$ cat src/source/mem_settings.svh
`ifndef MEM_SETTINGS_SVH
`define MEM_SETTINGS_SVH

// memory geometry.
`define MEM_DATA_W      64
`define MEM_ADDR_W      8
`define MEM_DEPTH       256
`define MEM_MASK_W      8
`define SKID_SIZE       2

// network side.
`define NOC_DATA_W      128
`define NOC_COORD_W     4
`define MEM_TILE_X      2
`define MEM_TILE_Y      2

// apb register map.
`define REG_CTRL_ADDR    8'h00
`define REG_LIMIT_ADDR   8'h04
`define REG_RD_CNT_ADDR  8'h08
`define REG_WR_CNT_ADDR  8'h0C
`define REG_ERR_CNT_ADDR 8'h10

`endif

$ cat src/source/mem_pkg.sv
`default_nettype none

package mem_pkg;

    // ==================================================
    // controller
    // ==================================================
    typedef enum logic [2:0] {
        CS_IDLE    = 3'd0,
        CS_ISSUE   = 3'd1,  // access on the memory port.
        CS_RD_WAIT = 3'd2,  // waiting for read data.
        CS_RESP    = 3'd3   // holding the response flit.
    } ctrl_state_e;

    // ==================================================
    // apb register index
    // ==================================================
    typedef enum logic [2:0] {
        REG_CTRL    = 3'd0,
        REG_LIMIT   = 3'd1,
        REG_RD_CNT  = 3'd2,
        REG_WR_CNT  = 3'd3,
        REG_ERR_CNT = 3'd4,
        REG_NONE    = 3'd7
    } cfg_reg_e;

endpackage

`default_nettype wire

$ cat src/source/mem_cfg_regs.sv
`timescale 1ns/1ps
`default_nettype none
`include "mem_settings.svh"

module mem_cfg_regs (
     input  logic                   clk
    ,input  logic                   rst_n

    ,input  logic                   psel
    ,input  logic                   penable
    ,input  logic                   pwrite
    ,input  logic [7:0]             paddr
    ,input  logic [31:0]            pwdata
    ,output logic [31:0]            prdata
    ,output logic                   pready

    ,output logic                   enable
    ,output logic [`MEM_ADDR_W:0]   addr_limit

    ,input  logic                   rd_done
    ,input  logic                   wr_done
    ,input  logic                   err_done
);
    import mem_pkg::*;

    cfg_reg_e       reg_idx;
    logic           apb_wr;
    logic           apb_rd;
    logic [2:0]     done;
    logic [15:0]    cnt [3];    // rd, wr, err.

    assign pready = 1'b1;       // no wait states.
    assign apb_wr = psel & penable & pwrite;
    assign apb_rd = psel & penable & ~pwrite;
    assign done   = {err_done, wr_done, rd_done};

    always_comb begin
        case (paddr)
            `REG_CTRL_ADDR:    reg_idx = REG_CTRL;
            `REG_LIMIT_ADDR:   reg_idx = REG_LIMIT;
            `REG_RD_CNT_ADDR:  reg_idx = REG_RD_CNT;
            `REG_WR_CNT_ADDR:  reg_idx = REG_WR_CNT;
            `REG_ERR_CNT_ADDR: reg_idx = REG_ERR_CNT;
            default:           reg_idx = REG_NONE;
        endcase
    end

    always_ff @(posedge clk) begin
        if (!rst_n) begin
            enable     <= 1'b0;
            addr_limit <= (`MEM_ADDR_W+1)'(`MEM_DEPTH);
        end else if (apb_wr) begin
            if (reg_idx == REG_CTRL) begin
                enable <= pwdata[0];
            end
            if (reg_idx == REG_LIMIT) begin
                addr_limit <= pwdata[`MEM_ADDR_W:0];
            end
        end
    end

    // saturating event counters that apb writes cannot touch.
    always_ff @(posedge clk) begin
        for (int i = 0; i < 3; i++) begin
            if (!rst_n) begin
                cnt[i] <= '0;
            end else if (done[i] && cnt[i] != 16'hffff) begin
                cnt[i] <= cnt[i] + 16'd1;
            end
        end
    end

    always_comb begin
        prdata = '0;
        if (apb_rd) begin
            case (reg_idx)
                REG_CTRL:    prdata = {31'd0, enable};
                REG_LIMIT:   prdata = {{(31-`MEM_ADDR_W){1'b0}}, addr_limit};
                REG_RD_CNT:  prdata = {16'd0, cnt[0]};
                REG_WR_CNT:  prdata = {16'd0, cnt[1]};
                REG_ERR_CNT: prdata = {16'd0, cnt[2]};
                default:     prdata = '0;
            endcase
        end
    end

    a_penable_psel: assert property (@(posedge clk) disable iff (!rst_n)
        penable |-> psel);

endmodule

`default_nettype wire

$ cat config.mk
export PLATFORM = sky130hd
export DESIGN_NAME = mem_cfg_regs
export DESIGN_NICKNAME = d
export VERILOG_FILES = /design/src/source/mem_pkg.sv /design/src/source/mem_cfg_regs.sv
export VERILOG_INCLUDE_DIRS = /design/src /design/src/source
export SDC_FILE = /design/constraint.sdc
export NUM_CORES = 1
export LEC_CHECK = 0
export BUFFER_PORTS_ARGS = -buffer_cell sky130_fd_sc_hd__clkbuf_2
export CORE_ASPECT_RATIO = 2
export CORE_UTILIZATION = 35
export DETAILED_ROUTE_END_ITERATION = 10
export HOLD_SLACK_MARGIN = 0.15
export SLEW_MARGIN = 20
export SYNTH_ARGS = -nofsm -noshare
export SYNTH_HDL_FRONTEND = slang
export SYNTH_SLANG_ARGS = --single-unit
$ cat constraint.sdc
create_clock -name clk -period 2.6 [get_ports clk]
set_input_delay 0.39 -clock clk [delete_from_list [all_inputs] [get_ports clk]]
set_output_delay 0.39 -clock clk [all_outputs]
set_load 0.01 [all_outputs]
* Word-level counts from Yosys, hierarchy flattened
Memories as Yosys holds them, arrays and structs flattened. Index checks and enable logic that the tools add are counted.
Word-level totals: bits in registers 10, latch bits 0, bits in writable memories 48, bits in read-only memories 0, bits of input ports 48, output and inout port bits 43, logic and storage cells 47, memories 1
Memory list:
- cnt | depth 3, width 16, read ports 3, clocked after memory_dff 0, write ports 3, line mem_cfg_regs.sv:30 | logic [15:0] cnt [3];
Operators by class: $add $sub $neg 3, $mul 0, div/mod/pow operators 0, magnitude comparators 0, equal/unequal tests 11, shifts and indexed selects 0, multiplexer cells 16, bitwise logic cells 7, reductions and logical operators 7
Operators by type and width (count):
- 16-bit one-hot mux with 5 select lines | 1
- 16-bit two-way mux | 4
- 16-bit by 1-bit adder with 16-bit output, second input constant | 3
- 16-bit inequality test, second input constant | 3
- 8-bit by 4-bit equality test with 1-bit output, second input constant | 2
- 3-bit one-hot mux with 5 select lines | 1
- 1-bit two-way mux | 10
- 8-bit by 3-bit equality test with 1-bit output, second input constant | 1
- 8-bit by 5-bit equality test with 1-bit output, second input constant | 1
- 8-bit zero test | 1
- 3-bit by 2-bit equality test with 1-bit output, second input constant | 2
- 2-bit AND reduction | 2
- 1-bit AND | 3
- 3-bit by 1-bit equality test with 1-bit output, second input constant | 1
- 3-bit equality test, second input constant | 1
- 1-bit logical AND | 3
- 3-bit zero test | 1
- 1-bit OR | 3
- 1-bit NOT | 1

* Longest topological paths before layout
Gate-level depths: netlist of the first run. An unclocked memory read counts as a cell.
depth after elaboration 7, mapped depth 7, depth with buffers taken out 5

* Worst setup path before layout of the first run
Ideal clock, no wire load.
path type in2out, from input paddr[5], to output prdata[1], data arrival time 1.813 ns, path slack 0.397 ns, stages 4, path buffers 0, cell sequence or4b_1 > nor4_2 > a22oi_1 > a21oi_1
Between the ends: word-level cells in the longest chain between the ends 5
RTL lines:
- start, declared | line mem_cfg_regs.sv:12 | ,input logic [7:0] paddr
- 8-bit by 5-bit equality test with 1-bit output, or another cell as far along | line mem_cfg_regs.sv:38 | case (paddr)
- 3-bit one-hot mux with 5 select lines (*) | line mem_cfg_regs.sv:38
- 3-bit equality test, or another cell as far along | line mem_cfg_regs.sv:76 | case (reg_idx)
- 16-bit one-hot mux with 5 select lines (*) | line mem_cfg_regs.sv:76
- 16-bit two-way mux (*) | line mem_cfg_regs.sv:75 | if (apb_rd) begin
- end, declared | line mem_cfg_regs.sv:14 | ,output logic [31:0] prdata
Mark *: on every way between the ends. The rest lies on a longest branch, timed or not.

* Worst setup path in the final report of the first run
from input paddr[5], to output prdata[5]
Same word-level chain as after synthesis.

==> results of run 1 <==
routing by layer:
metal  wire length, µm  track usage
met1              3530        0.206
met2              5500        0.352
met3               360       0.0428
met4               437        0.108
met5                 0            0
synthesized netlist by cell type (2+ instances only):
cell      number  area (µm²)
a21oi_1       13        65.1
a22o_1        15         131
a22oi_1       14         105
and2_1         2        12.5
and3_1         7        43.8
and4_1         5        43.8
buf_2          4        20.0
buf_4         17         128
clkbuf_1      15        56.3
conb_1         2        7.51
dfxtp_1       10         200
edfxtp_1      48        1440
ha_1           3        37.5
inv_1          4        15.0
mux2i_1        4        40.0
nand2_1       38         143
nand3_1       30         150
nand4_1       17         106
nand4b_1       2        17.5
nor2_1        58         218
nor2b_1        3        18.8
nor3_1         5        25.0
nor4_1         7        43.8
o21ai_0       14        70.1
o31ai_1        2        15.0
or2_2          2        12.5
or3_1          3        18.8
or4_1          3        22.5
xnor2_1       15         131
xor2_1        22         193
cells by family (layout without fill, tap and decap cells):
| logic type | count (synthesis) | in the layout | share of synthesized area |
|---|---|---|---|
| AOI/OAI and AO/OA | 64 | 64 | 0.121 |
| muxes | 4 | 4 | 0.0110 |
| DFF | 58 | 58 | 0.449 |
| buffers and inverters | 42 | 84 | 0.0623 |
| adders and majority gates | 3 | 3 | 0.0103 |
| xor gates and xnor gates | 37 | 37 | 0.0886 |
| other | 2 | 17 | 0.00205 |
| and+or+nand+nor | 188 | 188 | 0.256 |
state kept, by name, indices dropped and copies added, names as in the netlist:
name,flops
addr_limit,9
cnt,48
enable,1
worst paths after layout:
check / from / to
setup reg to reg: cnt[1][0] / cnt[1][5]
setup / recovery: paddr[5] / prdata[5]
hold reg to reg: enable / enable
hold / removal: pwdata[8] / addr_limit[8]
layout make-up:
cell class              count  share of cell area
clock buffers               9              0.0524
inverters                   4             0.00349
flip-flops and latches     58               0.382
well taps                 135              0.0393
multi-input cells         313               0.429
repair buffers             64              0.0827
clock inverters             7              0.0116
power by group:
group	switching [W]	internal, W	leakage (nW)	total, W
Combinational	0.000107	0.0000724	0.816	0.000179
Clock	0.000447	0.000649	0.141	0.00110
Sequential	0.0000808	0.00106	0.612	0.00114
Total	0.000634	0.00178	1.57	0.00242
critical path, cell delays in order:
cell and delay (ns):
clkbuf_2 0.10, or4b_1 0.62, nor4_2 0.17, buf_4 0.19, a22oi_1 0.11, a21oi_1 0.28
clkbuf_2 0.19
metrics by stage:
step / power (W) / utilization
detailed placement: 0.00134 / 0.396
CTS: 0.00244 / 0.424
global route: 0.00252 / 0.424
floorplan: 0.00128 / -
finish: 0.00242 / 0.424
global placement: 0.00133 / 0.396
==> flow_summary.toml, run 1 <==
[run_status]
status = "finished, final reports clean"

[layout]
final_common_cell = "nor2_1"
antenna_cells = 0
final_cell_mix = "nor2_1 (58), clkbuf_2 (50), edfxtp_1 (48)"
fin_area_um2 = 4300
final_layout_size_suffix_gt1_frac = 0.189
layout.nets = 501
fin_cells = 590
area_delta_synth_final_pct = 17.6
multi_input_area_um2 = 1840
register_area_um2 = 1640
fillers = 1017

[timing]
worstMarginPinSlew_ns = 0.680
finalClockSkew_ns = 0.00465
setup_tns_ns = 0
whs_ns = 0.269
layout_setup_ws_ns = 0.161
maxSlewHeadroom = 0.546
finalSetupViolCount = 0
max_freq_mhz = 410
period_needed_ns = 2.44
final_hold_viol_count = 0
slew_violations = 0
rsz0062_at_grt = "no"
fin_crit_sh = 0.938

[cts]
cts_hold_buf = 0
cts_resized = 0
ctsRootBufferMaster = "clkbuf_16"
cts_setup_buffers = 0
clock_latency_ns = 0.34
cts_buffer_depth = 2
htreeDepth = 3
cts.sinks = 58
clk_pin_slew_ns = 0.06
numCtsBuffers = 9
cts_tree = "done"

[global_routing]
grt_usage = 0.198
grt_pass1_vias = 3158
gr-total-overflow = 0
grt_max_degree = 26
grt_pass1_wl_um = 15900
antenna_found_initial = 0

[power]
powerDensity_nw_per_um2 = 563
leakagePower_nw = 1.57
ir_drop_v = 0.000457

[logic_synthesis]
synth_edf_count = 48
syn_area_um2 = 3660
ys_ff_latch = 58
synth-async-reset-ratio = 0
ys_warn_count = 0
syn_inst = 398
yosysSeqAreaShare = 0.449
ys_types = 44
synthFlopType = "edfxtp_1"
avgSynthCellArea_um2 = 9.19

[route]
wire_per_inst_um = 16.7
via_per_inst = 5.28
drt_iter0_markers = 199
ant_nets = 0
drc_errors = 0
drtPass1Iterations = 4
via_count = 3114
drt-total-wl_um = 9830

[floorplanning]
die_w_um = 74.3
die_area_um2 = 10900
num_rows = 52
fp.dieH_um = 147
initial_core_util = 0.360
core_area_um2 = 10100
pin_count = 91

[critical_path]
crit_arrival_ns = 2.05
path_max_fanout = 8
critical_path_class = "in -> out"
cp-end-kind = "output port"
worstRegToRegCells = 5
crit_path_start_kind = "input port"
r2r_setup_slack_ns = 0.44
cp_data_required_time_ns = 2.21

[place]
portBuffers = 50
dpl-instance-area_um2 = 4020
placed_cells = 574
routabilityCongestion = 0.920
place_ws_ns = 0.216
hpwl_um = 7600

[hold_path]
hold_depth = 3
min_path_type = "in -> reg"

[run]
maxCapViolCount = 0
Power figures use the tool's default switching activity.
==> inputs of run 2 (changes only) <==
RECOVER_POWER = 25   (was not set)
clock period = 2.4 ns   (was 2.6 ns; I/O delays follow)
==> run 2 against run 1 <==
  * Final cell count up 1.2%
  * Largest cell class unchanged
  * Sequential power up 8%
  * Wire length up 1.4%
  * Highest routed layer unchanged
  * Via count up 2.0%
==> flow_summary.toml, run 2 (synthesized netlist as in run 1, its figures left out) <==
[cts]
cts_buffer_depth = 2
cts_setup_buffers = 0
cts_hold_buf = 0
clock_latency_ns = 0.33
cts_resized = 0
htreeDepth = 3
cts.sinks = 58
ctsRootBufferMaster = "clkbuf_16"
numCtsBuffers = 9
cts_tree = "done"
clk_pin_slew_ns = 0.05

[floorplanning]
die_area_um2 = 10900
core_area_um2 = 10100
pin_count = 91
fp.dieH_um = 147
num_rows = 52
initial_core_util = 0.360
die_w_um = 74.3

[hold_path]
min_path_type = "in -> reg"
hold_depth = 3
min_to = "addr_limit[8]"
min-delay-start = "pwdata[8]"

[power]
switching_share = 0.238
p_comb_frac = 0.078
intPower_w = 0.00205
leakagePower_nw = 1.57
seqPwrFrac = 0.458
p_sw_w = 0.000640
p_clk_frac = 0.463
powerDensity_nw_per_um2 = 617
ir_drop_v = 0.000480

[critical_path]
crit_path_start_kind = "input port"
critical_path_class = "in -> out"
r2r_end = "cnt[2][7]"
crit_arrival_ns = 1.91
path_max_fanout = 8
r2r_setup_slack_ns = 0.26
worstRegToRegCells = 5
r2r-start = "cnt[2][8]"
cp-end-kind = "output port"
cp_data_required_time_ns = 2.04

[route]
drt-total-wl_um = 9960
drc_errors = 0
wire_per_inst_um = 16.7
via_count = 3175
ant_nets = 0
drt_iter0_markers = 243
via_per_inst = 5.32
drtPass1Iterations = 5

[place]
routabilityCongestion = 0.911
place_ws_ns = 0.0722
hpwl_um = 7710
placed_cells = 581
portBuffers = 50

[layout]
final_cell_mix = "nor2_1 (58), edfxtp_1 (48), clkbuf_2 (41)"
top_regs = "cnt: 48 flops, addr_limit: 9 flops, enable: 1 flops"
fin_cells = 597
antenna_cells = 0
top_register = "cnt"
area_delta_synth_final_pct = 19.3
layout.nets = 508
final_layout_size_suffix_gt1_frac = 0.177
largest_reg_flops = 48
final_common_cell = "nor2_1"

[run_status]
status = "finished, final reports clean"

[timing]
final_hold_viol_count = 0
layout_setup_ws_ns = 0.128
worstMarginPinSlew_ns = 0.599
period_needed_ns = 2.27
setup_tns_ns = 0
max_freq_mhz = 440
slew_violations = 0
finalSetupViolCount = 0
rsz0062_at_grt = "no"
fin_crit_sh = 0.947
finalClockSkew_ns = 0.00934
whs_ns = 0.242
maxSlewHeadroom = 0.601

[global_routing]
use_met1 = 0.199
grt_max_degree = 22
use_met2 = 0.362
busiest_layer = "met2"
gr-total-overflow = 0
antenna_found_initial = 0
grt_pass1_wl_um = 15900
grt_pass1_vias = 3215
met3_usage = 0.0324
grt_usage = 0.195

[run]
maxCapViolCount = 0
[run 2: layer usage]
layer | part of all wire | vias to the layer above | wire length (µm)
met5 | 0 | - | 0
met4 | 0.032 | 0 | 323
met3 | 0.035 | 23 | 349
met2 | 0.58 | 83 | 5750
met1 | 0.36 | 1526 | 3540
li1 | - | 1543 | -
[run 2: how the worst max path moves through the flow]
stage | from | endpoint | cells after the start
2_1_floorplan | paddr[5] | prdata[1] | 4
3_3_place_gp | paddr[5] | prdata[5] | 7
3_5_place_dp | paddr[5] | prdata[5] | 7
4_1_cts | paddr[5] | prdata[5] | 7
5_1_grt | paddr[5] | prdata[6] | 7
6_report | paddr[5] | prdata[6] | 7
[run 2: power groups by stage]
stage                     logic, W  registers [W]  clock network, W
after CTS                 0.000212        0.00123           0.00127
final                     0.000211        0.00123           0.00125
after detailed placement  0.000210        0.00125                 0
after global placement    0.000205        0.00125                 0
after global routing      0.000236        0.00124           0.00130
after floorplan           0.000162        0.00122                 0
[run 2: cell type report]
cell class | count | area (µm²)
well taps | 135 | 169
clock inverters | 2 | 10.0
fillers | 1059 | 5790
repair buffers | 71 | 385
flip-flops and latches | 58 | 1640
clock buffers | 14 | 285
inverters | 4 | 15.0
multi-input cells | 313 | 1850
[run 2: worst max-delay path, stage by stage]
cell	delay, ns
clkbuf_2	0.10
or4b_4	0.57
nor4_2	0.16
buf_4	0.19
a22oi_1	0.10
a21oi_1	0.25
clkbuf_2	0.18
[run 2: per-stage QoR]
step                area (µm²)   util  power [W]
detailed placement        4080  0.402    0.00146
global route              4360  0.430    0.00278
CTS                       4370  0.431    0.00271
global placement          4080  0.402    0.00146
floorplan                 3710      -    0.00138
finish                    4360  0.430    0.00269
