## config.mk

```make
export PLATFORM = sky130hd
export DESIGN_NAME = mem_skid_wrap_flat
export DESIGN_NICKNAME = d
export VERILOG_FILES = /design/src/source/mem_port_if.sv /design/src/source/mem_skid_wrap.sv /design/src/flat_wrapper.sv
export VERILOG_INCLUDE_DIRS = /design/src /design/src/source
export SDC_FILE = /design/constraint.sdc
export NUM_CORES = 1
export LEC_CHECK = 0
export BUFFER_PORTS_ARGS = -buffer_cell sky130_fd_sc_hd__buf_2
export CAP_MARGIN = 25
export CELL_PAD_IN_SITES_DETAIL_PLACEMENT = 1
export CELL_PAD_IN_SITES_GLOBAL_PLACEMENT = 2
export CORE_ASPECT_RATIO = 1.75
export CORE_MARGIN = 8
export CORE_UTILIZATION = 26
export CTS_BUF_LIST = sky130_fd_sc_hd__clkbuf_16
export DETAILED_ROUTE_END_ITERATION = 10
export PLACE_DENSITY_LB_ADDON = 0.1
export SYNTH_ARGS = -nofsm -noshare
export SYNTH_HDL_FRONTEND = slang
export SYNTH_SLANG_ARGS = --single-unit
```

## constraint.sdc

```tcl
create_clock -name clk -period 4.5 [get_ports clk]
set_clock_uncertainty 0.05 [all_clocks]
set_input_delay 0.9 -clock clk [delete_from_list [all_inputs] [get_ports clk]]
set_output_delay 0.9 -clock clk [all_outputs]
set_load 0.02 [all_outputs]
```

## src/source/mem_settings.svh

```systemverilog
`ifndef MEM_SETTINGS_SVH
`define MEM_SETTINGS_SVH

// memory geometry.
`define MEM_DATA_W      64
`define MEM_ADDR_W      8
`define MEM_DEPTH       256
`define MEM_MASK_W      8
`define SKID_SIZE       2

// network side.
`define NOC_DATA_W      128
`define NOC_COORD_W     4
`define MEM_TILE_X      2
`define MEM_TILE_Y      2

// apb register map.
`define REG_CTRL_ADDR    8'h00
`define REG_LIMIT_ADDR   8'h04
`define REG_RD_CNT_ADDR  8'h08
`define REG_WR_CNT_ADDR  8'h0C
`define REG_ERR_CNT_ADDR 8'h10

`endif

```

## src/source/mem_port_if.sv

```systemverilog
`timescale 1ns/1ps
`default_nettype none
`include "mem_settings.svh"

interface mem_port_if;

    // request side.
    logic                       write_en;
    logic                       read_en;
    logic [`MEM_ADDR_W-1:0]     addr;
    logic [`MEM_DATA_W-1:0]     wr_data;
    logic [`MEM_MASK_W-1:0]     byte_en;
    logic                       rdy;

    // read data return.
    logic                       rd_data_val;
    logic [`MEM_DATA_W-1:0]     rd_data;
    logic                       rd_data_rdy;

    modport issuer (
        output write_en, read_en, addr, wr_data, byte_en, rd_data_rdy,
        input  rdy, rd_data_val, rd_data
    );

    modport server (
        input  write_en, read_en, addr, wr_data, byte_en, rd_data_rdy,
        output rdy, rd_data_val, rd_data
    );

endinterface

`default_nettype wire

```

## src/source/mem_skid_wrap.sv

```systemverilog
`timescale 1ns/1ps
`default_nettype none
`include "mem_settings.svh"

module mem_skid_wrap (
     input  logic                   clk
    ,input  logic                   rst_n

    ,mem_port_if.server             up

    ,output logic                   ram_en
    ,output logic                   ram_wr_en
    ,output logic [`MEM_ADDR_W-1:0] ram_addr
    ,output logic [`MEM_DATA_W-1:0] ram_din
    ,output logic [`MEM_MASK_W-1:0] ram_wr_mask
    ,input  logic                   ram_dout_val
    ,input  logic [`MEM_DATA_W-1:0] ram_dout
);
    localparam int SKID  = `SKID_SIZE;
    localparam int PTR_W = (SKID > 1) ? $clog2(SKID) : 1;
    localparam int CNT_W = $clog2(SKID + 1);

    logic [`MEM_DATA_W-1:0] buf_mem [SKID];
    logic [PTR_W-1:0]       wr_ptr;
    logic [PTR_W-1:0]       rd_ptr;
    logic [CNT_W-1:0]       fifo_cnt;
    logic [CNT_W-1:0]       occ;        // reads in flight plus words held.
    logic [CNT_W-1:0]       occ_next;
    logic                   rdy_q;
    logic                   fifo_empty;
    logic                   rd_take;
    logic                   out_take;
    logic                   push;
    logic                   pop;

    // requests go straight through to the ram.
    assign ram_en      = (up.write_en | up.read_en) & rdy_q;
    assign ram_wr_en   = up.write_en;
    assign ram_addr    = up.addr;
    assign ram_din     = up.wr_data;
    assign ram_wr_mask = up.byte_en;

    assign up.rdy = rdy_q;
    assign rd_take = up.read_en & rdy_q;

    // ram output bypasses the buffer when it is empty.
    assign fifo_empty     = (fifo_cnt == '0);
    assign up.rd_data_val = !fifo_empty | ram_dout_val;
    assign up.rd_data     = fifo_empty ? ram_dout : buf_mem[rd_ptr];
    assign out_take       = up.rd_data_val & up.rd_data_rdy;
    assign pop            = !fifo_empty & up.rd_data_rdy;
    assign push           = ram_dout_val & !(fifo_empty & up.rd_data_rdy);

    assign occ_next = occ + CNT_W'(rd_take) - CNT_W'(out_take);

    always_ff @(posedge clk) begin
        if (!rst_n) begin
            occ      <= '0;
            rdy_q    <= 1'b0;
            fifo_cnt <= '0;
            wr_ptr   <= '0;
            rd_ptr   <= '0;
        end else begin
            occ      <= occ_next;
            rdy_q    <= (occ_next < CNT_W'(SKID));
            fifo_cnt <= fifo_cnt + CNT_W'(push) - CNT_W'(pop);
            if (push) begin
                wr_ptr <= (wr_ptr == PTR_W'(SKID - 1)) ? '0 : wr_ptr + 1'b1;
            end
            if (pop) begin
                rd_ptr <= (rd_ptr == PTR_W'(SKID - 1)) ? '0 : rd_ptr + 1'b1;
            end
        end
    end

    always_ff @(posedge clk) begin
        if (push) begin
            buf_mem[wr_ptr] <= ram_dout;
        end
    end

    a_no_overflow: assert property (@(posedge clk) disable iff (!rst_n)
        push |-> fifo_cnt < CNT_W'(SKID));

endmodule

`default_nettype wire

```

## src/flat_wrapper.sv

```systemverilog
// flat-port wrapper written by rule: the top's interface ports become plain ports
module mem_skid_wrap_flat 
  (clk, rst_n, ram_en, ram_wr_en, ram_addr, ram_din, ram_wr_mask, ram_dout_val, ram_dout, up_write_en, up_read_en, up_addr, up_wr_data, up_byte_en, up_rd_data_rdy, up_rdy, up_rd_data_val, up_rd_data);
  mem_port_if up_i ();
  input  logic clk;
  input  logic rst_n;
  output logic ram_en;
  output logic ram_wr_en;
  output logic [`MEM_ADDR_W-1:0] ram_addr;
  output logic [`MEM_DATA_W-1:0] ram_din;
  output logic [`MEM_MASK_W-1:0] ram_wr_mask;
  input  logic ram_dout_val;
  input  logic [`MEM_DATA_W-1:0] ram_dout;
  input wire logic [$bits(up_i.write_en)-1:0] up_write_en;
  input wire logic [$bits(up_i.read_en)-1:0] up_read_en;
  input wire logic [$bits(up_i.addr)-1:0] up_addr;
  input wire logic [$bits(up_i.wr_data)-1:0] up_wr_data;
  input wire logic [$bits(up_i.byte_en)-1:0] up_byte_en;
  input wire logic [$bits(up_i.rd_data_rdy)-1:0] up_rd_data_rdy;
  output wire logic [$bits(up_i.rdy)-1:0] up_rdy;
  output wire logic [$bits(up_i.rd_data_val)-1:0] up_rd_data_val;
  output wire logic [$bits(up_i.rd_data)-1:0] up_rd_data;
  assign up_i.write_en = up_write_en;
  assign up_i.read_en = up_read_en;
  assign up_i.addr = up_addr;
  assign up_i.wr_data = up_wr_data;
  assign up_i.byte_en = up_byte_en;
  assign up_i.rd_data_rdy = up_rd_data_rdy;
  assign up_rdy = up_i.rdy;
  assign up_rd_data_val = up_i.rd_data_val;
  assign up_rd_data = up_i.rd_data;
  mem_skid_wrap u_core (.clk(clk), .rst_n(rst_n), .up(up_i), .ram_en(ram_en), .ram_wr_en(ram_wr_en), .ram_addr(ram_addr), .ram_din(ram_din), .ram_wr_mask(ram_wr_mask), .ram_dout_val(ram_dout_val), .ram_dout(ram_dout));
endmodule
```

* After elaboration in Yosys (flattened, before gate mapping)
Memories as Yosys holds them, arrays and structs flattened. A register that Yosys moved wholly into a read port is not among the register bits. Cells that the tools add are included.
Word-level totals: memories kept 1, register bits after elaboration 7, input bits 150, bits in writable memories 128
Operators by class: mux-type cells 7, reductions and logical operators 3, bitwise logic cells 8, $add $sub $neg 6, order comparisons 1
Memories:
- u_core.buf_mem | depth 2, width 64, read ports 1, clocked after memory_dff 1, wr ports 1, RTL line mem_skid_wrap.sv:23 | logic [`MEM_DATA_W-1:0] buf_mem [SKID];
Operators by type and width (number):
- $mux 64 | 1
- $and 1x1->1 | 6
- $mux 1 | 6
- $add 2x1->2 | 2
- $sub 2x1->2 | 2
- $add 1x1->1 const B | 2
- $logic_not 1->1 | 2
- $logic_not 2->1 | 1
- $lt 2x2->1 const B | 1
- $or 1x1->1 | 2

* Depth between registers and ports, before layout
Gate-level depths: netlist (run 1).
depth in word-level cells 6, gate-level depth with buffers 8, depth with buffers taken out 8

* Worst setup path before layout (run 1)
No wires, ideal clock.
kind input to register, start in ram_dout_val, end mem u_core.buf_mem[0][0] (netlist name), enable pin, data required time 3.956 ns, library setup time 0.494 ns, stages 2, arrival 3.980 ns, path slack -0.024 ns, cell sequence a21boi_2 -> nor2b_1
Between the ends: longest elaborated chain between the ends 3
RTL lines:
- start: declaration | RTL line flat_wrapper.sv:12 | input logic ram_dout_val;
- $and 1x1->1 | RTL line mem_skid_wrap.sv:52 | assign push = ram_dout_val & !(fifo_empty & up.rd_data_rdy);
- $mux 1 | RTL line mem_skid_wrap.sv:77 | if (push) begin
- $mux 1 (implied by the code) | RTL line mem_skid_wrap.sv:78 | buf_mem[wr_ptr] <= ram_dout;
- end: declaration | RTL line mem_skid_wrap.sv:23
Every way passes these cells.

==> results of run 1 <==
-- power by group through the flow --
| stage | clock network, uW | registers, uW | logic, uW |
|---|---|---|---|
| floorplan | 0 | 1640 | 1420 |
| global placement | 0 | 1720 | 1860 |
| detailed placement | 0 | 1720 | 1880 |
| CTS | 1220 | 1700 | 1890 |
| global route | 1260 | 1710 | 2000 |
| finish | 1170 | 1690 | 1810 |
-- worst paths after layout --
kind                                              end  slack, ns  depth (start not counted)
worst max-delay path                   up_rd_data[33]       1.33                          4
worst min-delay path                    u_core.wr_ptr       0.47                          2
worst max register to register  u_core.buf_mem[1][29]       2.12                          4
worst min register to register          u_core.wr_ptr       0.47                          2
-- placed cells by master, fill, tap and decap left out, types with 7 or more instances in the layout --
cell type,netlist,layout
clkinv_1,0,7
o21ai_0,62,62
and2_1,9,8
nand2_1,65,65
edfxtp_1,128,128
clkbuf_16,0,17
buf_2,5,137
mux2i_1,65,65
dfxtp_1,8,7
-- worst min-delay path, stage by stage, from the launching register on --
cell and delay (ns):
dfxtp_1 0.35, nand2_1 0.07, mux2i_1 0.06
-- metal layers --
layer / vias to the layer above / wire length, um / global-route usage, % / share of wire [%]
met4: 2 / 523 / 6.20 / 3.4
met2: 114 / 8740 / 20.1 / 56
met1: 1659 / 5350 / 9.77 / 34
met3: 65 / 917 / 4.09 / 5.9
li1: 1689 / - / - / -
met5: - / 13 / 0 / 0.084
-- logic make-up (layout without fill, tap and decap cells) --
kind of cell / count (synthesis) / after routing
AND/OR/NAND/NOR: 79 / 79
multiplexers: 65 / 65
buffers and inverters: 107 / 180
adder cells (fa/ha/maj): 4 / 4
AO/OA/AOI/OAI: 67 / 67
XOR/XNOR: 5 / 5
flip-flops: 136 / 136
-- flip-flops by register name (all words and copies together), names as in the netlist, named ones only --
register and cells:
u_core.fifo_cnt 2, u_core.up.rdy 1, u_core.occ 2, u_core.rd_ptr 1, u_core.buf_mem 128, u_core.wr_ptr 1
-- cell usage after synthesis, drive strengths merged --
cell type / n
edfxtp: 128
buf: 97
mux2i: 65
nand2: 65
o21ai: 65
and2: 9
dfxtp: 8
clkbuf: 5
inv: 5
ha: 4
xnor2: 4
nor2b: 2
a21boi: 1
nand2b: 1
nor2: 1
o21a: 1
or3: 1
xor2: 1
-- stage by stage --
step	setup slack [ns]	total power, uW
final	1.33	4660
after global routing	1.14	4980
after CTS	1.18	4800
after detailed placement	1.63	3600
after global placement	1.64	3580
after floorplan	1.19	3070
-- layout make-up --
class | instances | area (um^2) | share of cell area [%]
Clock buffer | 17 | 425 | 6.01
Clock inverter | 15 | 70.1 | 0.991
Inverter | 5 | 18.8 | 0.265
Multi-Input combinational cell | 220 | 1440 | 20.3
Sequential cell | 136 | 4010 | 56.7
Tap cell | 308 | 385 | 5.45
Timing Repair Buffer | 143 | 731 | 10.3
==> results.yml, run 1 <==
setup_path:
  crit_path_cell_trace: "buf_4 > mux2i_1 > o21ai_0 > buf_2"
  cpPeakStageDelay_ns: 0.85
  critPathTopFamily: "flip-flops"
  critical_path_class: "reg2out"
  end_kind: "output port"
  crit_arrival_ns: 2.22
  cp.required_ns: 3.55
  cp-start-kind: "flip-flop"
  worstPathMaxFanout: 40
  worstPathBufferInverterCount: 2
  crit_slowest_cell: "dfxtp_4"
  reg2reg_from: "u_core.fifo_cnt[1]"
floorplan:
  dieArea_um2: 29200
  rows: 75
  die_w_um: 133
  die_h_um: 220
  start_util_pct: 26.1
  num_io_pins: 298
  core_um2: 23700
placement:
  numPortBuffers: 137
  placed_cells: 812
  hpwl_mm: 10.9
  gp_congestion: 0.659
  place_area_um2: 6580
synthesis:
  synthDistinctLibCells: 22
  ys_ff_latch: 136
  yosys_warnings: 0
  synth_simple_gate_area_share_pct: 5.35
  synth_compound_area_share_pct: 5.55
  syn_nets: 617
  synthTopCellsByArea: "edfxtp_1, buf_4, mux2i_1, o21ai_0, nand2_1"
  yosysSeqAreaShare_pct: 64.6
  synth_xor_area_share_pct: 0.707
  synth_top_cell_area_share_pct: 62.0
  synth_area_um2: 6200
  synth.avg_cell_area_um2: 13.4
  synth-adder-area-share_pct: 0.808
  synth_top_area_cell: "edfxtp_1"
  synth_cells: 463
  synth_top_family_by_area: "buffers and inverters"
  muxShareOfSynthArea_pct: 10.5
sta:
  slew_viol_final: 0
  period_share_pct: 70.4
  rsz0062_at_grt: "no"
  setup_viol: 0
  fin_tns_setup_ns: 0
  finalHoldViolations: 0
  finalCriticalPeriod_ns: 3.17
  tightest_slew_ns: 0.957
  max_freq_mhz: 316
  holdWs_ns: 0.470
  max_slew_margin_pct: 36.2
power_and_ir_drop:
  comb_power_share_pct: 38.8
  internal-power_uw: 2840
  power.share.clock_pct: 25.0
  p_seq_share_pct: 36.2
  leakagePower_uw: 0.00265
  power_density_nw_per_um2: 659
  p_sw_uw: 1820
  worst_ir_drop_vdd_mv: 0.232
  netSwitchingFraction_pct: 39.1
clock_network:
  path_clk_slew_ns: 0.05
  postCtsSetupBuffers: 0
  hold_buffers: 0
  cts-resized-gates: 0
  clk_latency_ns: 0.41
  numCtsBuffers: 17
  cts_tree: "done"
  clk_path_buf_depth: 2
  ctsHtreeMaxLevel: 4
  clock-root-buffer: "clkbuf_16"
  cts.sinks: 136
final_layout:
  final_cells: 844
  fillCellCount: 2593
  n_antenna_cell: 0
  nNetsFinal: 677
  postLayoutCoreUtil_pct: 29.8
  drive_above_1_share_pct: 32.1
  design_area_um2: 7070
  areaGrowthSynthToFinish_pct: 14.2
routing:
  antenna_left: 0
  wl_per_cell_um: 18.4
  routed_wl_mm: 15.6
  drt_iter0_drc: 127
  vias: 3529
  firstDrtPassIters: 4
  avgViaCountPerCell: 4.18
  drt_drc_violations_left: 0
global_route:
  grt_max_degree: 69
  grt_pass1_wl_mm: 23.2
  track_usage_pct: 10.8
  antenna_found_initial: 1
  grt_pass1_vias: 3916
  gr-total-overflow: 0
status:
  status: "completed"
min_path:
  hp-class: "reg2reg"
  worstHoldStart: "u_core.wr_ptr"
job:
  drv_cap: 0
(Power assumes the default switching activity.)
==> inputs of run 2 (changes only) <==
==> constraint.sdc (replaced) <==
create_clock -name clk -period 2.75 [get_ports clk]
set_clock_uncertainty 0.05 [all_clocks]
set_input_delay 0.55 -clock clk [delete_from_list [all_inputs] [get_ports clk]]
set_output_delay 0.55 -clock clk [all_outputs]
set_load 0.02 [all_outputs]
==> results.yml, run 2 (synthesis gave the netlist of run 1 again) <==
clock_network:
  clk_latency_ns: 0.41
  postCtsSetupBuffers: 0
  clock-root-buffer: "clkbuf_16"
  ctsHtreeMaxLevel: 4
  numCtsBuffers: 17
  cts_tree: "done"
  hold_buffers: 0
  cts.sinks: 136
  clk_path_buf_depth: 2
  cts-resized-gates: 0
  path_clk_slew_ns: 0.06
setup_path:
  end_kind: "output port"
  worstPathMaxFanout: 46
  cp.required_ns: 2.15
  crit_path_cell_trace: "nor2_4 > buf_4 > nand2_1 > o21ai_0 > buf_2"
  cpPeakStageDelay_ns: 0.40
  crit_arrival_ns: 1.85
  crit_slowest_cell: "buf_4"
  critical_path_class: "reg2out"
  cp-start-kind: "flip-flop"
final_layout:
  fillCellCount: 2563
  multi_input_comb_area_um2: 1440
  n_antenna_cell: 0
  drive_above_1_share_pct: 33.3
  largest_reg_flops: 128
  areaGrowthSynthToFinish_pct: 16.7
  mostFrequentLayoutCells: "buf_2, edfxtp_1, mux2i_1, nand2_1, o21ai_0"
  reg.largest.list: "u_core.buf_mem: 128 flops, u_core.fifo_cnt: 2 flops, u_core.occ: 2 flops"
  nNetsFinal: 679
  ff_latch_area_um2: 4010
  largest-register: "u_core.buf_mem"
  final_cells: 846
  final_common_cell: "buf_2"
sta:
  setup_viol: 0
  fin_tns_setup_ns: 0
  slew_viol_final: 0
  max_freq_mhz: 409
  period_share_pct: 89.0
  rsz0062_at_grt: "no"
  finalHoldViolations: 0
  tightest_slew_ns: 0.410
  max_slew_margin_pct: 72.4
  finalCriticalPeriod_ns: 2.45
global_route:
  grt_max_degree: 83
  grt_pass1_vias: 4020
  gr-total-overflow: 0
  grt_pass1_wl_mm: 22.7
  antenna_found_initial: 0
  track_usage_pct: 10.3
floorplan:
  die_h_um: 220
  start_util_pct: 26.1
  die_w_um: 133
  dieArea_um2: 29200
  core_um2: 23700
  num_io_pins: 298
  rows: 75
routing:
  antenna_left: 0
  routed_wl_mm: 15.0
  vias: 3547
  firstDrtPassIters: 4
  drt_iter0_drc: 109
  avgViaCountPerCell: 4.19
  wl_per_cell_um: 17.7
  drt_drc_violations_left: 0
placement:
  placed_cells: 814
  gp_congestion: 0.657
  numPortBuffers: 137
  hpwl_mm: 10.1
power_and_ir_drop:
  power_density_nw_per_um2: 1110
  worst_ir_drop_vdd_mv: 0.741
  leakagePower_uw: 0.00271
status:
  status: "completed"
job:
  drv_cap: 0
min_path:
  hp-class: "in2reg"
-- run 2: changes by cell type in the layout (fill, tap and decap cells not counted), sizes merged --
cell	before	now
buf	143	145
bufinv	0	3
clkinv	12	8
clkinvlp	2	3
-- run 2: power by group --
part / switching, uW / total (uW) / internal (uW) / leakage [uW]
combinational: 2110 / 3130 / 1020 / 0.00118
clock: 836 / 2250 / 1410 / 0.000285
sequential: 86.4 / 2660 / 2570 / 0.00125
-- run 2: final cells by class --
| cell class | instances | area share [%] |
|---|---|---|
| clock inverter | 15 | 2.23 |
| timing repair buffer | 145 | 11.0 |
| sequential | 136 | 55.4 |
| tap | 308 | 5.33 |
| inverter | 5 | 0.260 |
| multi-input combinational | 220 | 19.9 |
| clock buffer | 17 | 5.88 |
-- run 2: critical path: cells and delay by family, from the launching register on --
family	cells	cell delay, ns
buffers and inverters	2	0.64
DFF	1	0.35
and+or+nand+nor	2	0.27
AOI/OAI and AO/OA	1	0.16
-- run 2: final timing paths --
path	slack [ns]	endpoint	cells past startpoint	start
max	0.30	up_rd_data[48]	5	u_core.fifo_cnt[1]
min	0.29	u_core.buf_mem[1][6]	1	ram_dout[6]
max reg2reg	0.73	u_core.up.rdy	8	u_core.fifo_cnt[1]
min reg2reg	0.47	u_core.wr_ptr	2	u_core.wr_ptr
-- run 2: layer usage --
layer  track usage, %  wire length [um]  vias to the layer above
met5                0                 0                        -
met4             5.63               388                        0
met3             2.75               714                       61
met2             19.6              8370                      114
met1             9.72              5480                     1682
li1                 -                 -                     1690
-- run 2: metrics by stage --
stage	hold WS (ns)	instance area [um^2]	setup slack (ns)	power, uW	util, %
after floorplan	0.435	6200	0.492	5010	-
after global placement	0.452	6640	0.524	5930	28.0
after detailed placement	0.471	6640	0.495	5970	28.0
after CTS	0.270	7230	0.239	8270	30.5
after global routing	0.280	7230	0.154	8550	30.5
final	0.294	7230	0.303	8040	30.5
==> inputs of run 3 (changes only) <==
--- a/config.mk
+++ b/config.mk
@@ -16,6 +16,7 @@
 export CTS_BUF_LIST = sky130_fd_sc_hd__clkbuf_16
 export DETAILED_ROUTE_END_ITERATION = 10
 export PLACE_DENSITY_LB_ADDON = 0.1
+export RECOVER_POWER = 25
 export SYNTH_ARGS = -nofsm -noshare
 export SYNTH_HDL_FRONTEND = slang
 export SYNTH_SLANG_ARGS = --single-unit
==> results.yml, run 3 (synthesis gave the netlist of run 1 again) <==
status:
  status: "completed"
setup_path:
  cp.required_ns: 2.15
  crit_slowest_cell: "buf_4"
  end_kind: "output port"
  critPathTopFamily: "buffers and inverters"
  crit_arrival_ns: 1.83
  ff2ff_path_depth: 8
  worstPathMaxFanout: 21
  critical_path_class: "reg2out"
  cpPeakStageDelay_ns: 0.37
  crit_path_cell_trace: "buf_4 > mux2i_1 > o21ai_0 > buf_2"
  worstPathBufferInverterCount: 2
  cp-start-kind: "flip-flop"
  cp.depth: 4
  reg2reg_from: "u_core.fifo_cnt[1]"
placement:
  place_area_um2: 6640
  hpwl_mm: 10.1
  preCtsSetupSlack_ns: 0.495
  gp_congestion: 0.657
  numPortBuffers: 137
power_and_ir_drop:
  comb_power_share_pct: 38.9
  netSwitchingFraction_pct: 37.8
  p_seq_share_pct: 33.1
  internal-power_uw: 4990
  power_uw: 8020
  power.share.clock_pct: 28.0
  leakagePower_uw: 0.00256
  p_sw_uw: 3030
  power_density_nw_per_um2: 1120
  worst_ir_drop_vdd_mv: 0.736
sta:
  max_freq_mhz: 411
  tightest_slew_ns: 0.426
  worst_slack_ns: 0.317
  period_share_pct: 88.5
  fin_tns_setup_ns: 0
  max_slew_margin_pct: 71.6
  finalHoldViolations: 0
  rsz0062_at_grt: "no"
  slew_viol_final: 0
  finalCriticalPeriod_ns: 2.43
  setup_viol: 0
clock_network:
  cts_tree: "done"
  numCtsBuffers: 17
  ctsHtreeMaxLevel: 4
  clk_latency_ns: 0.41
  clk_path_buf_depth: 2
  cts.sinks: 136
  cts-resized-gates: 0
  path_clk_slew_ns: 0.05
  hold_buffers: 0
  clock-root-buffer: "clkbuf_16"
  postCtsSetupBuffers: 0
final_layout:
  fillCellCount: 2579
  design_area_um2: 7160
  mostFrequentLayoutCells: "edfxtp_1, buf_2, mux2i_1, nand2_1, o21ai_0"
  ff_latch_area_um2: 4010
  areaGrowthSynthToFinish_pct: 15.6
  nNetsFinal: 679
  largest-register: "u_core.buf_mem"
  reg.largest.list: "u_core.buf_mem: 128 flops, u_core.fifo_cnt: 2 flops, u_core.occ: 2 flops"
  drive_above_1_share_pct: 23.2
  largest_reg_flops: 128
  postLayoutCoreUtil_pct: 30.2
  n_antenna_cell: 0
  final_common_cell: "edfxtp_1"
  multi_input_comb_area_um2: 1440
floorplan:
  dieArea_um2: 29200
  start_util_pct: 26.1
  rows: 75
  num_io_pins: 298
  die_w_um: 133
  die_h_um: 220
  core_um2: 23700
routing:
  drt-met1-wl_mm: 5.46
  drt_drc_violations_left: 0
  vias: 3535
  antenna_left: 0
  routed_wl_mm: 14.9
  drt_iter0_drc: 110
  wl_met2_mm: 8.37
  firstDrtPassIters: 4
  wl_met3_um: 736
  maxUsedRoutingLayer: "met4"
  avgViaCountPerCell: 4.18
  wl_per_cell_um: 17.7
min_path:
  whs_path_depth: 1
  hp-class: "in2reg"
  worstHoldStart: "ram_dout[51]"
global_route:
  grt_pass1_vias: 4020
  grt_pass1_wl_mm: 22.7
  track_usage_pct: 10.3
  gr-total-overflow: 0
  grt_max_degree: 83
  antenna_found_initial: 0
job:
  drv_cap: 0
[run 3: power by group through the flow]
stage | clock [uW] | combinational, uW | sequential [uW]
6_report | 2250 | 3120 | 2660
3_3_place_gp | 0 | 3240 | 2690
3_5_place_dp | 0 | 3270 | 2700
2_1_floorplan | 0 | 2330 | 2680
5_1_grt | 2390 | 3460 | 2690
4_1_cts | 2340 | 3270 | 2660
[run 3: worst paths after layout]
| kind | slack, ns | end |
|---|---|---|
| setup / recovery | 0.32 | up_rd_data[5] |
| hold / removal | 0.31 | u_core.buf_mem[1][51] |
| setup reg to reg | 0.73 | u_core.up.rdy |
| hold reg to reg | 0.47 | u_core.wr_ptr |
[run 3: stage by stage]
stage               hold slack (ns)  std cells
finish                        0.314        846
global route                  0.311        846
CTS                           0.270        846
detailed placement            0.471        814
global placement              0.452        814
floorplan                     0.435        463
[run 3: cell type report]
type	count	share of cell area, %
Clock buffer	17	5.94
Clock inverter	15	2.25
Inverter	5	0.262
Multi-Input combinational cell	220	20.0
Sequential cell	136	56.0
Tap cell	308	5.38
Timing Repair Buffer	145	10.2
[run 3: per-layer routing]
layer / track usage (%) / vias up
met3: 2.75 / 60
li1: - / 1689
met4: 5.63 / 0
met5: 0 / -
met2: 19.6 / 113
met1: 9.72 / 1673
